`src/design/csr_pkg.sv`:
```
/*
 * Register port definitions
 *   - AXI4-Lite address and data widths
 *   - Request and response structs of the register port
 *   - Register map offsets, response codes and the control struct
 */

package csr_pkg;

  // --------------------------------------------------
  // Bus widths
  // --------------------------------------------------

  // Byte address, enough for the four word registers
  localparam int axil_addr_width = 8;
  localparam int axil_data_width = 32;

  // --------------------------------------------------
  // AXI4-Lite channels
  // --------------------------------------------------

  // Master to slave, write strobes and protection are not carried
  typedef struct packed {
    logic                       awvalid;
    logic [axil_addr_width-1:0] awaddr;
    logic                       wvalid;
    logic [axil_data_width-1:0] wdata;
    logic                       bready;
    logic                       arvalid;
    logic [axil_addr_width-1:0] araddr;
    logic                       rready;
  } axil_req_t;

  // Slave to master
  typedef struct packed {
    logic                       awready;
    logic                       wready;
    logic                       bvalid;
    logic [1:0]                 bresp;
    logic                       arready;
    logic                       rvalid;
    logic [axil_data_width-1:0] rdata;
    logic [1:0]                 rresp;
  } axil_rsp_t;

  // --------------------------------------------------
  // Register map
  // --------------------------------------------------

  localparam logic [axil_addr_width-1:0] reg_ctrl       = 8'h00;
  localparam logic [axil_addr_width-1:0] reg_offset     = 8'h04;
  localparam logic [axil_addr_width-1:0] reg_beat_count = 8'h08;
  localparam logic [axil_addr_width-1:0] reg_pkt_count  = 8'h0C;

  // Response codes on bresp and rresp
  localparam logic [1:0] resp_okay   = 2'd0;
  localparam logic [1:0] resp_slverr = 2'd2;

  // Control word, enable sits in bit 0 and clear_counters in bit 1
  typedef struct packed {
    logic clear_counters;
    logic enable;
  } ctrl_t;

endpackage : csr_pkg

```
`src/design/flow_pkg.sv`:
```
/*
 * Stream datapath definitions
 *   - data_width    : width of one stream word
 *   - stream_beat_t : payload of one beat, data word plus last flag
 */

package flow_pkg;

  // --------------------------------------------------
  // Stream word
  // --------------------------------------------------

  // Every stage of the pipe carries words of this width
  localparam int data_width = 32;

  // --------------------------------------------------
  // Beat payload
  // --------------------------------------------------

  // One transfer on a valid/ready link
  // The last flag marks the final beat of a packet and is carried
  // through the pipe untouched
  typedef struct packed {
    logic [data_width-1:0] data;
    logic                  last;
  } stream_beat_t;

endpackage : flow_pkg

```
`src/design/csr_axil.sv`:
```
/*
 * AXI4-Lite register block
 *   - Control (enable, clear_counters) and offset registers
 *   - Read-only view of the beat and packet counters
 *   - SLVERR for unaligned or unmapped addresses
 */

`timescale 1ns/1ps

module csr_axil
  import flow_pkg::*;
  import csr_pkg::*;
(
  input  logic                  clk,
  input  logic                  arst_n,

  input  axil_req_t             axil_req,
  output axil_rsp_t             axil_rsp,

  output ctrl_t                 ctrl,
  output logic [data_width-1:0] offset,
  input  logic [data_width-1:0] beat_count,
  input  logic [data_width-1:0] pkt_count
);

  // --------------------------------------------------
  // Address decode
  // --------------------------------------------------

  // Word aligned and no higher than the last register
  function automatic logic addr_ok(input logic [axil_addr_width-1:0] addr);
    logic ok;
    ok = (addr[1:0] == 2'b00) && (addr <= reg_pkt_count);
    return ok;
  endfunction

  // --------------------------------------------------
  // Write channel
  // --------------------------------------------------

  logic       wr_accept;
  logic       wr_ok;
  logic       bvalid_q;
  logic [1:0] bresp_q;
  logic       enable_q;

  // Address and data are taken in the same cycle, never one alone,
  // and only once the previous write response has been taken
  assign wr_accept = axil_req.awvalid && axil_req.wvalid && !bvalid_q;
  assign wr_ok     = addr_ok(axil_req.awaddr);

  always_ff @(posedge clk or negedge arst_n) begin
    if (!arst_n) begin
      bvalid_q <= 1'b0;
      enable_q <= 1'b0;
      offset   <= '0;
    end else begin
      if (wr_accept) begin
        bvalid_q <= 1'b1;
      end else if (axil_req.bready) begin
        bvalid_q <= 1'b0;
      end
      // Writes to the counters fall through and change nothing
      if (wr_accept && wr_ok) begin
        case (axil_req.awaddr)
          reg_ctrl:   enable_q <= axil_req.wdata[0];
          reg_offset: offset   <= axil_req.wdata[data_width-1:0];
          default:    ;
        endcase
      end
    end
  end

  // Response code of the write taken at the accept
  always_ff @(posedge clk) begin
    if (wr_accept) begin
      bresp_q <= wr_ok ? resp_okay : resp_slverr;
    end
  end

  // Clear is a pulse on the accept cycle itself, so the counters
  // are zeroed at the same edge that commits the write
  assign ctrl.enable         = enable_q;
  assign ctrl.clear_counters = wr_accept && (axil_req.awaddr == reg_ctrl) &&
                               axil_req.wdata[1];

  // --------------------------------------------------
  // Read channel
  // --------------------------------------------------

  logic                       rd_accept;
  logic                       rvalid_q;
  logic [axil_data_width-1:0] rdata_d;
  logic [axil_data_width-1:0] rdata_q;
  logic [1:0]                 rresp_q;

  // One read in flight at a time
  assign rd_accept = axil_req.arvalid && !rvalid_q;

  // Read mux where clear_counters reads back as zero
  // Unmapped and unaligned addresses match no entry and read zero
  always_comb begin
    rdata_d = '0;
    case (axil_req.araddr)
      reg_ctrl:       rdata_d[0] = enable_q;
      reg_offset:     rdata_d    = offset;
      reg_beat_count: rdata_d    = beat_count;
      reg_pkt_count:  rdata_d    = pkt_count;
      default:        rdata_d    = '0;
    endcase
  end

  always_ff @(posedge clk or negedge arst_n) begin
    if (!arst_n) begin
      rvalid_q <= 1'b0;
    end else if (rd_accept) begin
      rvalid_q <= 1'b1;
    end else if (axil_req.rready) begin
      rvalid_q <= 1'b0;
    end
  end

  // Data is captured at the accept and held until rready
  always_ff @(posedge clk) begin
    if (rd_accept) begin
      rdata_q <= rdata_d;
      rresp_q <= addr_ok(axil_req.araddr) ? resp_okay : resp_slverr;
    end
  end

  // --------------------------------------------------
  // Response bundle
  // --------------------------------------------------

  always_comb begin
    axil_rsp.awready = wr_accept;
    axil_rsp.wready  = wr_accept;
    axil_rsp.bvalid  = bvalid_q;
    axil_rsp.bresp   = bresp_q;
    axil_rsp.arready = !rvalid_q;
    axil_rsp.rvalid  = rvalid_q;
    axil_rsp.rdata   = rdata_q;
    axil_rsp.rresp   = rresp_q;
  end

endmodule : csr_axil

```
`src/design/flow_reg_fwd.sv`:
```
/*
 * Forward-registered flow register
 *   - pop_valid and pop_data come straight from flops
 *   - push_ready passes back-pressure through without delay
 *   - One cycle of cut-through latency, one beat per cycle steady state
 */

`timescale 1ns/1ps

module flow_reg_fwd #(
  parameter type payload_t = logic
) (
  input  logic     clk,
  input  logic     arst_n,

  output logic     push_ready,
  input  logic     push_valid,
  input  payload_t push_data,

  input  logic     pop_ready,
  output logic     pop_valid,
  output payload_t pop_data
);

  // --------------------------------------------------
  // Holding register
  // --------------------------------------------------

  logic     pushed;
  logic     popped;
  logic     hold_valid;
  payload_t hold_data;

  assign pushed = push_valid && push_ready;
  assign popped = pop_valid && pop_ready;

  // Room exists when the register is empty or is drained this cycle
  assign push_ready = pop_ready || !hold_valid;

  // A push always refills the register, even while the old beat leaves
  always_ff @(posedge clk or negedge arst_n) begin
    if (!arst_n) begin
      hold_valid <= 1'b0;
    end else if (pushed) begin
      hold_valid <= 1'b1;
    end else if (popped) begin
      hold_valid <= 1'b0;
    end
  end

  // Payload is qualified by hold_valid, so it needs no reset
  always_ff @(posedge clk) begin
    if (pushed) begin
      hold_data <= push_data;
    end
  end

  // --------------------------------------------------
  // Pop side
  // --------------------------------------------------

  // Both outputs leave from flops, which breaks the timing path
  // coming from the bypass stage upstream
  assign pop_valid = hold_valid;
  assign pop_data  = hold_data;

endmodule : flow_reg_fwd

```
`src/design/flow_reg_none.sv`:
```
/*
 * One-entry bypass flow register
 *   - Zero cut-through latency while the buffer is empty
 *   - Combinational paths from push_valid to pop_valid and
 *     from pop_ready to push_ready
 */

`timescale 1ns/1ps

module flow_reg_none #(
  parameter type payload_t = logic
) (
  input  logic     clk,
  input  logic     arst_n,

  output logic     push_ready,
  input  logic     push_valid,
  input  payload_t push_data,

  input  logic     pop_ready,
  output logic     pop_valid,
  output payload_t pop_data
);

  // --------------------------------------------------
  // Side buffer control
  // --------------------------------------------------

  logic     pushed;
  logic     buf_load;
  logic     buf_unload;
  logic     buf_valid;
  payload_t buf_data;

  assign pushed = push_valid && push_ready;

  // A beat goes into the buffer when the pop side stalls,
  // or when the buffer already holds an older beat that must leave first
  assign buf_load   = pushed && (!pop_ready || buf_valid);
  assign buf_unload = pop_ready && buf_valid;

  always_ff @(posedge clk or negedge arst_n) begin
    if (!arst_n) begin
      buf_valid <= 1'b0;
    end else begin
      buf_valid <= buf_load || (buf_valid && !buf_unload);
    end
  end

  // Contents are only looked at while buf_valid is set
  always_ff @(posedge clk) begin
    if (buf_load) begin
      buf_data <= push_data;
    end
  end

  // --------------------------------------------------
  // Pop side
  // --------------------------------------------------

  // The buffered beat is older than anything on the push side
  assign push_ready = pop_ready || !buf_valid;
  assign pop_valid  = push_valid || buf_valid;
  assign pop_data   = buf_valid ? buf_data : push_data;

endmodule : flow_reg_none

```
`src/design/stream_pipe_top.sv`:
```
/*
 * Stream pipe top level
 *   - Bypass flow register, transform stage, forward flow register
 *   - AXI4-Lite register block for control and counters
 *   - One cycle input to output latency
 */

`timescale 1ns/1ps

module stream_pipe_top
  import flow_pkg::*;
  import csr_pkg::*;
#(
  parameter type payload_t = stream_beat_t
) (
  input  logic      clk,
  input  logic      arst_n,

  // Stream input
  input  logic      in_valid,
  output logic      in_ready,
  input  payload_t  in_beat,

  // Stream output
  output logic      out_valid,
  input  logic      out_ready,
  output payload_t  out_beat,

  // Register port
  input  axil_req_t axil_req,
  output axil_rsp_t axil_rsp
);

  // --------------------------------------------------
  // Internal links
  // --------------------------------------------------

  // Bypass register to transform
  logic                  byp_valid;
  logic                  byp_ready;
  payload_t              byp_beat;

  // Transform to forward register
  logic                  xf_valid;
  logic                  xf_ready;
  payload_t              xf_beat;

  // Register block and transform
  ctrl_t                 ctrl;
  logic [data_width-1:0] offset;
  logic [data_width-1:0] beat_count;
  logic [data_width-1:0] pkt_count;

  // --------------------------------------------------
  // Datapath chain
  // --------------------------------------------------

  // Absorbs one beat of back-pressure without adding latency
  flow_reg_none #(
    .payload_t (payload_t)
  ) u_flow_reg_none (
    .clk        (clk),
    .arst_n     (arst_n),
    .push_ready (in_ready),
    .push_valid (in_valid),
    .push_data  (in_beat),
    .pop_ready  (byp_ready),
    .pop_valid  (byp_valid),
    .pop_data   (byp_beat)
  );

  stream_transform u_stream_transform (
    .clk        (clk),
    .arst_n     (arst_n),
    .in_valid   (byp_valid),
    .in_ready   (byp_ready),
    .in_beat    (byp_beat),
    .out_valid  (xf_valid),
    .out_ready  (xf_ready),
    .out_beat   (xf_beat),
    .ctrl       (ctrl),
    .offset     (offset),
    .beat_count (beat_count),
    .pkt_count  (pkt_count)
  );

  // Registers the output so nothing combinational reaches out_valid
  flow_reg_fwd #(
    .payload_t (payload_t)
  ) u_flow_reg_fwd (
    .clk        (clk),
    .arst_n     (arst_n),
    .push_ready (xf_ready),
    .push_valid (xf_valid),
    .push_data  (xf_beat),
    .pop_ready  (out_ready),
    .pop_valid  (out_valid),
    .pop_data   (out_beat)
  );

  // --------------------------------------------------
  // Register block
  // --------------------------------------------------

  csr_axil u_csr_axil (
    .clk        (clk),
    .arst_n     (arst_n),
    .axil_req   (axil_req),
    .axil_rsp   (axil_rsp),
    .ctrl       (ctrl),
    .offset     (offset),
    .beat_count (beat_count),
    .pkt_count  (pkt_count)
  );

endmodule : stream_pipe_top

```
`src/design/stream_transform.sv`:
```
/*
 * Stream transform stage
 *   - Adds the programmed offset to each word while enabled
 *   - Counts transferred beats and packets
 *   - Zero latency on valid, ready and data
 */

`timescale 1ns/1ps

module stream_transform
  import flow_pkg::*;
  import csr_pkg::*;
(
  input  logic                  clk,
  input  logic                  arst_n,

  // Upstream side
  input  logic                  in_valid,
  output logic                  in_ready,
  input  stream_beat_t          in_beat,

  // Downstream side
  output logic                  out_valid,
  input  logic                  out_ready,
  output stream_beat_t          out_beat,

  // Control from the register block
  input  ctrl_t                 ctrl,
  input  logic [data_width-1:0] offset,

  // Statistics back to the register block
  output logic [data_width-1:0] beat_count,
  output logic [data_width-1:0] pkt_count
);

  // --------------------------------------------------
  // Datapath
  // --------------------------------------------------

  logic xfer;

  // Handshake passes straight through this stage
  assign out_valid = in_valid;
  assign in_ready  = out_ready;

  // A beat counts only in the cycle it moves on downstream
  assign xfer = in_valid && out_ready;

  // The add wraps modulo 2**data_width, the last flag is never touched
  always_comb begin
    out_beat = in_beat;
    if (ctrl.enable) begin
      out_beat.data = in_beat.data + offset;
    end
  end

  // --------------------------------------------------
  // Beat and packet counters
  // --------------------------------------------------

  // Clear wins over an increment landing on the same edge
  always_ff @(posedge clk or negedge arst_n) begin
    if (!arst_n) begin
      beat_count <= '0;
      pkt_count  <= '0;
    end else if (ctrl.clear_counters) begin
      beat_count <= '0;
      pkt_count  <= '0;
    end else if (xfer) begin
      beat_count <= beat_count + 1'b1;
      // A packet is counted at its final beat
      if (in_beat.last) begin
        pkt_count <= pkt_count + 1'b1;
      end
    end
  end

endmodule : stream_transform

```
`config.mk`:
```
export PLATFORM = sky130hd
export DESIGN_NAME = stream_pipe_top
export DESIGN_NICKNAME = d
export VERILOG_FILES = /design/src/design/csr_pkg.sv /design/src/design/flow_pkg.sv /design/src/design/csr_axil.sv /design/src/design/flow_reg_fwd.sv /design/src/design/flow_reg_none.sv /design/src/design/stream_pipe_top.sv /design/src/design/stream_transform.sv
export SDC_FILE = /design/constraint.sdc
export NUM_CORES = 1
export LEC_CHECK = 0
export ABC_AREA = 0
export BUFFER_PORTS_ARGS = -buffer_cell sky130_fd_sc_hd__buf_2
export CORE_MARGIN = 2
export CORE_UTILIZATION = 32
export DETAILED_ROUTE_END_ITERATION = 12
export PLACE_DENSITY = 0.53
export SYNTH_ARGS = -nofsm -noshare
export SYNTH_HDL_FRONTEND = slang
export SYNTH_SLANG_ARGS = --single-unit
export TNS_END_PERCENT = 20
```
`constraint.sdc`:
```
create_clock -name clk -period 4.4 [get_ports clk]
set_input_delay 0.22 -clock clk [delete_from_list [all_inputs] [get_ports clk]]
set_output_delay 0.22 -clock clk [all_outputs]
set_load 0.02 [all_outputs]
```
Word level (Yosys, flattened, before mapping). Cells that the tools add are included.

$add $sub $neg: 3. Magnitude comparators: 2. Equal/unequal tests: 4. Multiplexer cells: 17. Reduce and logical (&&, ||, !) cells: 37.

Operators with widths (number): 2-to-1 mux 32 bit (6); case mux 31 bit (3 select lines) (1); adder 32 x 1 -> 32 bit, second input constant (2); 2-to-1 mux 33 bit (1); adder 32 bit (1); == test 8 x 3 -> 1 bit, second input constant (2); == test 8 x 4 -> 1 bit, second input constant (2); <= comparator 8 x 4 -> 1 bit, second input constant (2); zero test 8 bit (2); logical AND 1 bit (14); nonzero test 2 bit (5); zero test 1 bit (6); 2-to-1 mux 1 bit (6); AND reduction 2 bit (3); logical OR 1 bit (5); zero test 2 bit (2); 2-to-1 mux 2 bit (2); case mux 1 bit (4 select lines) (1).

Register bits: 203. Bits of input ports: 90. Output and inout port bits: 76. Word-level logic and storage cells: 78.

Longest topological paths before layout.
Word-level depth: 6. Depth in mapped cells: 12. Mapped depth without buffers: 11.

Modules after synthesis. From an unflattened synthesis, not the netlist that was laid out.

Cell total of the unflattened synthesis: 982. Area, all modules: 11247.0 µm².

Modules (own cells, without submodules): stream_transform (instances 1, cells an instance 626, area an instance 5231.3 µm², seq. area each 1601.5 µm²); csr_axil (instances 1, cells an instance 242, area an instance 3393.3 µm², seq. area each 1896.8 µm²); flow_reg_none (instances 1, cells an instance 77, area an instance 1577.8 µm², seq. area each 1016.0 µm²); flow_reg_fwd (instances 1, cells an instance 37, area an instance 1044.8 µm², seq. area each 1016.0 µm²).

Worst setup path before layout. No wires, ideal clock.

Path type: register to register. Start point: reg u_flow_reg_none.buf_valid. End point: reg u_flow_reg_fwd.hold_data (netlist bit u_flow_reg_fwd.pop_data[17]), data pin. Library setup time: 0.260 ns. Data arrival time: 3.208 ns. Slack: 0.932 ns. Stages on the path, launching flop included: 13. Buffers on the path: 2. Clock period less this slack: 3.468 ns. Path through: dfrtp_1 buf_1 clkbuf_1 mux2_2 ha_1 and3_1 a22o_1 or2_0 o21a_1 o21ai_1 nand2_1 xor2_1 mux2_2.

RTL lines: from (decl) (line flow_reg_none.sv:32) `logic buf_valid;`; from (signal assigned) (line flow_reg_none.sv:46) `buf_valid <= buf_load || (buf_valid && !buf_unload);`; to (signal assigned) (line flow_reg_fwd.sv:54) `hold_data <= push_data;`; to (decl) (line flow_reg_fwd.sv:32) `payload_t hold_data;`.

==> out/metrics.yaml <==
floorplanning:
  rows: 67
  coreArea_um2: 33600
  initial_core_util_pct: 32.6
  die_h_um: 189
  die_w_um: 189
  io_pins: 166
  dieArea_um2: 35700
synthesis:
  synth.area.top_cells: "edfxtp_1 27%, dfrtp_1 23%, mux2_2 10%"
  yosysWarnings: 0
  ys.flop_type: "dfrtp_1"
  netlist.area_leader.share_pct: 27.4
  synthDistinctLibCells: 72
  yosys.area.top_type: "edfxtp_1"
  ys_seq_elements: 201
  synth_edf_count: 100
  syn_avg_cell_area_um2: 10.9
  syn_inst: 1007
  yosysSeqAreaShare_pct: 50.5
  async_flop_share_pct: 50.2
  syn_area_um2: 10900
worst_setup_path:
  cpMostUsedCell: "nand4_1"
  cp_cell_sequence: "buf_12, mux2_2, ha_1, nand4_1, nor4_1, nand4b_1, nand4_1, nand3_1, a2111o_1, o211ai_1, xnor2_1"
  cp-end-kind: "register"
  path_class: "reg2reg"
  startpoint_type: "register"
  r2r_setup_slack_ns: 0.55
  crit_fanout: 21
  critical_path.max_stage_delay_ns: 0.87
  critPathTopFamily: "simple AND/OR/NAND/NOR gates"
  cp.required_ns: 4.67
  path_buf_inv: 1
  cp_slowest_cell: "dfrtp_1"
  worstPathArrival_ns: 4.12
final_layout:
  n_antenna_cell: 0
  area_growth_pct: 25.7
  regArea_um2: 5530
  multi_input_area_um2: 5110
  fill_cells: 3247
  layout_common_cells: "162 x buf_2, 142 x nor2_1, 100 x edfxtp_1, 100 x dfrtp_1, 97 x mux2_2"
  final_common_cell: "buf_2"
  drive_gt1_share_pct: 26.9
  final_nets: 1352
  fin_area_um2: 13800
timing:
  fin_worst_skew_ns: 0.0146
  worstMarginPinSlew_ns: 1.11
  layout_min_cycle_time_ns: 3.85
  drv_slew: 0
  fin_crit_sh_pct: 87.5
  grt_setup_unrepaired: "no"
  fmax_mhz: 260
  setup_viol: 0
  finalSetupTns_ns: 0
  hold_viol: 0
  slew_headroom_pct: 25.7
  whs_ns: 0.0234
power:
  swShare_pct: 27.8
  power_density_nw_per_um2: 377
  p_leak_nw: 5.92
  p_int_mw: 3.74
  max-vdd-ir-drop_mv: 0.282
  p_clk_share_pct: 39.3
  pwr-share-comb_pct: 16.7
  p_sw_mw: 1.44
  p_total_mw: 5.18
  seqPwrFrac_pct: 44.0
place:
  dp_hpwl_um: 21500
  placed_area_um2: 12200
  io_buffers: 163
  gp_congestion: 0.884
detailed_routing:
  via_per_inst: 5.04
  via_count: 8546
  drt-pass1-iter-count: 5
  ant_nets: 0
  drc: 0
  drtIter0Drc: 594
  drt_wl_total_um: 30600
  wl_per_cell_um: 18.1
global_routing:
  grt_overflow_total: 0
  met3_usage_pct: 2.39
  grt.busiest_layer: "met2"
  gr-usage-met1_pct: 23.7
  first_global_vias: 8448
  antenna_found_initial: 0
  grtUsageTotal_pct: 17.0
  grt_max_degree: 74
  grtUsageMet2_pct: 27.8
  grt_pass1_wl_um: 47800
run_status:
  status: "completed"
clock_network:
  htreeDepth: 1
  clockBufferDepth: 3
  post_cts_buffers: 0
  clock-root-buffer: "clkbuf_16"
  cts_resized: 0
  path_clk_slew_ns: 0.06
  clock-sinks: 201
  cts_made_buffers: 25
  clk_latency_ns: 0.52
  tritoncts: "done"
hold_path:
  min_path_type: "in2reg"
job:
  cap_viol_max_count: 0
Yosys cell counts, drive strengths merged, types with 26 or more instances:
master,number
xor2,49
dfrtp,101
a21oi,56
xnor2,26
o21ai,38
a22oi,31
edfxtp,100
nand3,34
nor2,143
clkbuf,30
nand2,55
mux2,97
ha,33
cell type report:
class	count	share of cell area, %
Sequential cell	201	40.2
Multi-Input combinational cell	732	37.1
Timing Repair Buffer	245	11.8
Clock buffer	34	5.55
Tap cell	448	4.07
Inverter	23	0.628
Clock inverter	11	0.573
final timing paths:
kind	startpoint	endpoint	cells past startpoint
setup / recovery	u_flow_reg_none.buf_valid	u_flow_reg_fwd.pop_data[32]	11
hold reg to reg	u_stream_transform.pkt_count[31]	u_stream_transform.pkt_count[31]	2
hold / removal	axil_req[43]	u_csr_axil.bvalid_q	3
min in group asynchronous	arst_n	u_csr_axil.offset[3]	2
setup reg to reg	u_flow_reg_none.buf_valid	u_flow_reg_fwd.pop_data[32]	11
max in group asynchronous	arst_n	u_csr_axil.offset[14]	3
power groups by stage:
stage | Combinational [mW] | Sequential [mW] | Clock [mW]
final | 0.867 | 2.28 | 2.03
after global routing | 0.956 | 2.30 | 2.17
after CTS | 0.877 | 2.28 | 2.10
after detailed placement | 0.822 | 2.31 | 0
after global placement | 0.814 | 2.31 | 0
after floorplan | 0.492 | 2.34 | 0
state kept, by name (all words and copies together) (netlist names):
signal and count:
u_csr_axil.offset 32, u_csr_axil.rvalid_q 1, u_csr_axil.rdata_q 32, u_csr_axil.enable_q 1, u_stream_transform.beat_count 32, u_flow_reg_none.buf_valid 1
u_flow_reg_none.buf_data 33, u_stream_transform.pkt_count 32, u_csr_axil.rresp_q 1, u_flow_reg_fwd.pop_data 33, u_csr_axil.bresp_q 1, u_flow_reg_fwd.pop_valid 1
u_csr_axil.bvalid_q 1
through the flow:
| stage | utilization [%] | cells | setup WS, ns |
|---|---|---|---|
| 6_report | 40.9 | 1694 | 0.550 |
| 5_1_grt | 40.9 | 1694 | 0.254 |
| 4_1_cts | 40.9 | 1694 | 0.564 |
| 3_5_place_dp | 36.3 | 1577 | 0.567 |
| 3_3_place_gp | 36.3 | 1577 | 0.656 |
| 2_1_floorplan | - | 1008 | 0.932 |
cell families (layout without fill, tap and decap cells):
logic type	count (synthesis)	count (layout)	synth area share, %
AO/OA/AOI/OAI	186	186	11.1
adder cells (fa/ha/maj)	35	35	4.05
multiplexers	101	101	10.5
AND/OR/NAND/NOR	333	333	14.9
XOR/XNOR	75	75	6.00
other	1	2	0.0343
buffers and inverters	75	313	2.95
flip-flops	201	201	50.5
what timing repair did:
| item | in CTS | in global routing |
|---|---|---|
| endpoints found under the hold margin | 142 | 0 |
| setup endpoints to repair | 0 | 0 |
| hold buffers | 72 | 0 |
tightest hold or removal path: cells and delay by family:
kind | cells | cell delay, ns
compound gates | 1 | 0.09
buf+inv | 1 | 0.07
simple gates | 1 | 0.11
metal layers:
| metal | routed length (µm) | vias to the layer above |
|---|---|---|
| li1 | - | 4109 |
| met3 | 1370 | 39 |
| met1 | 14400 | 4163 |
| met4 | 784 | 0 |
| met2 | 14100 | 235 |
| met5 | 0 | - |
Power figures use the tool's default switching activity.
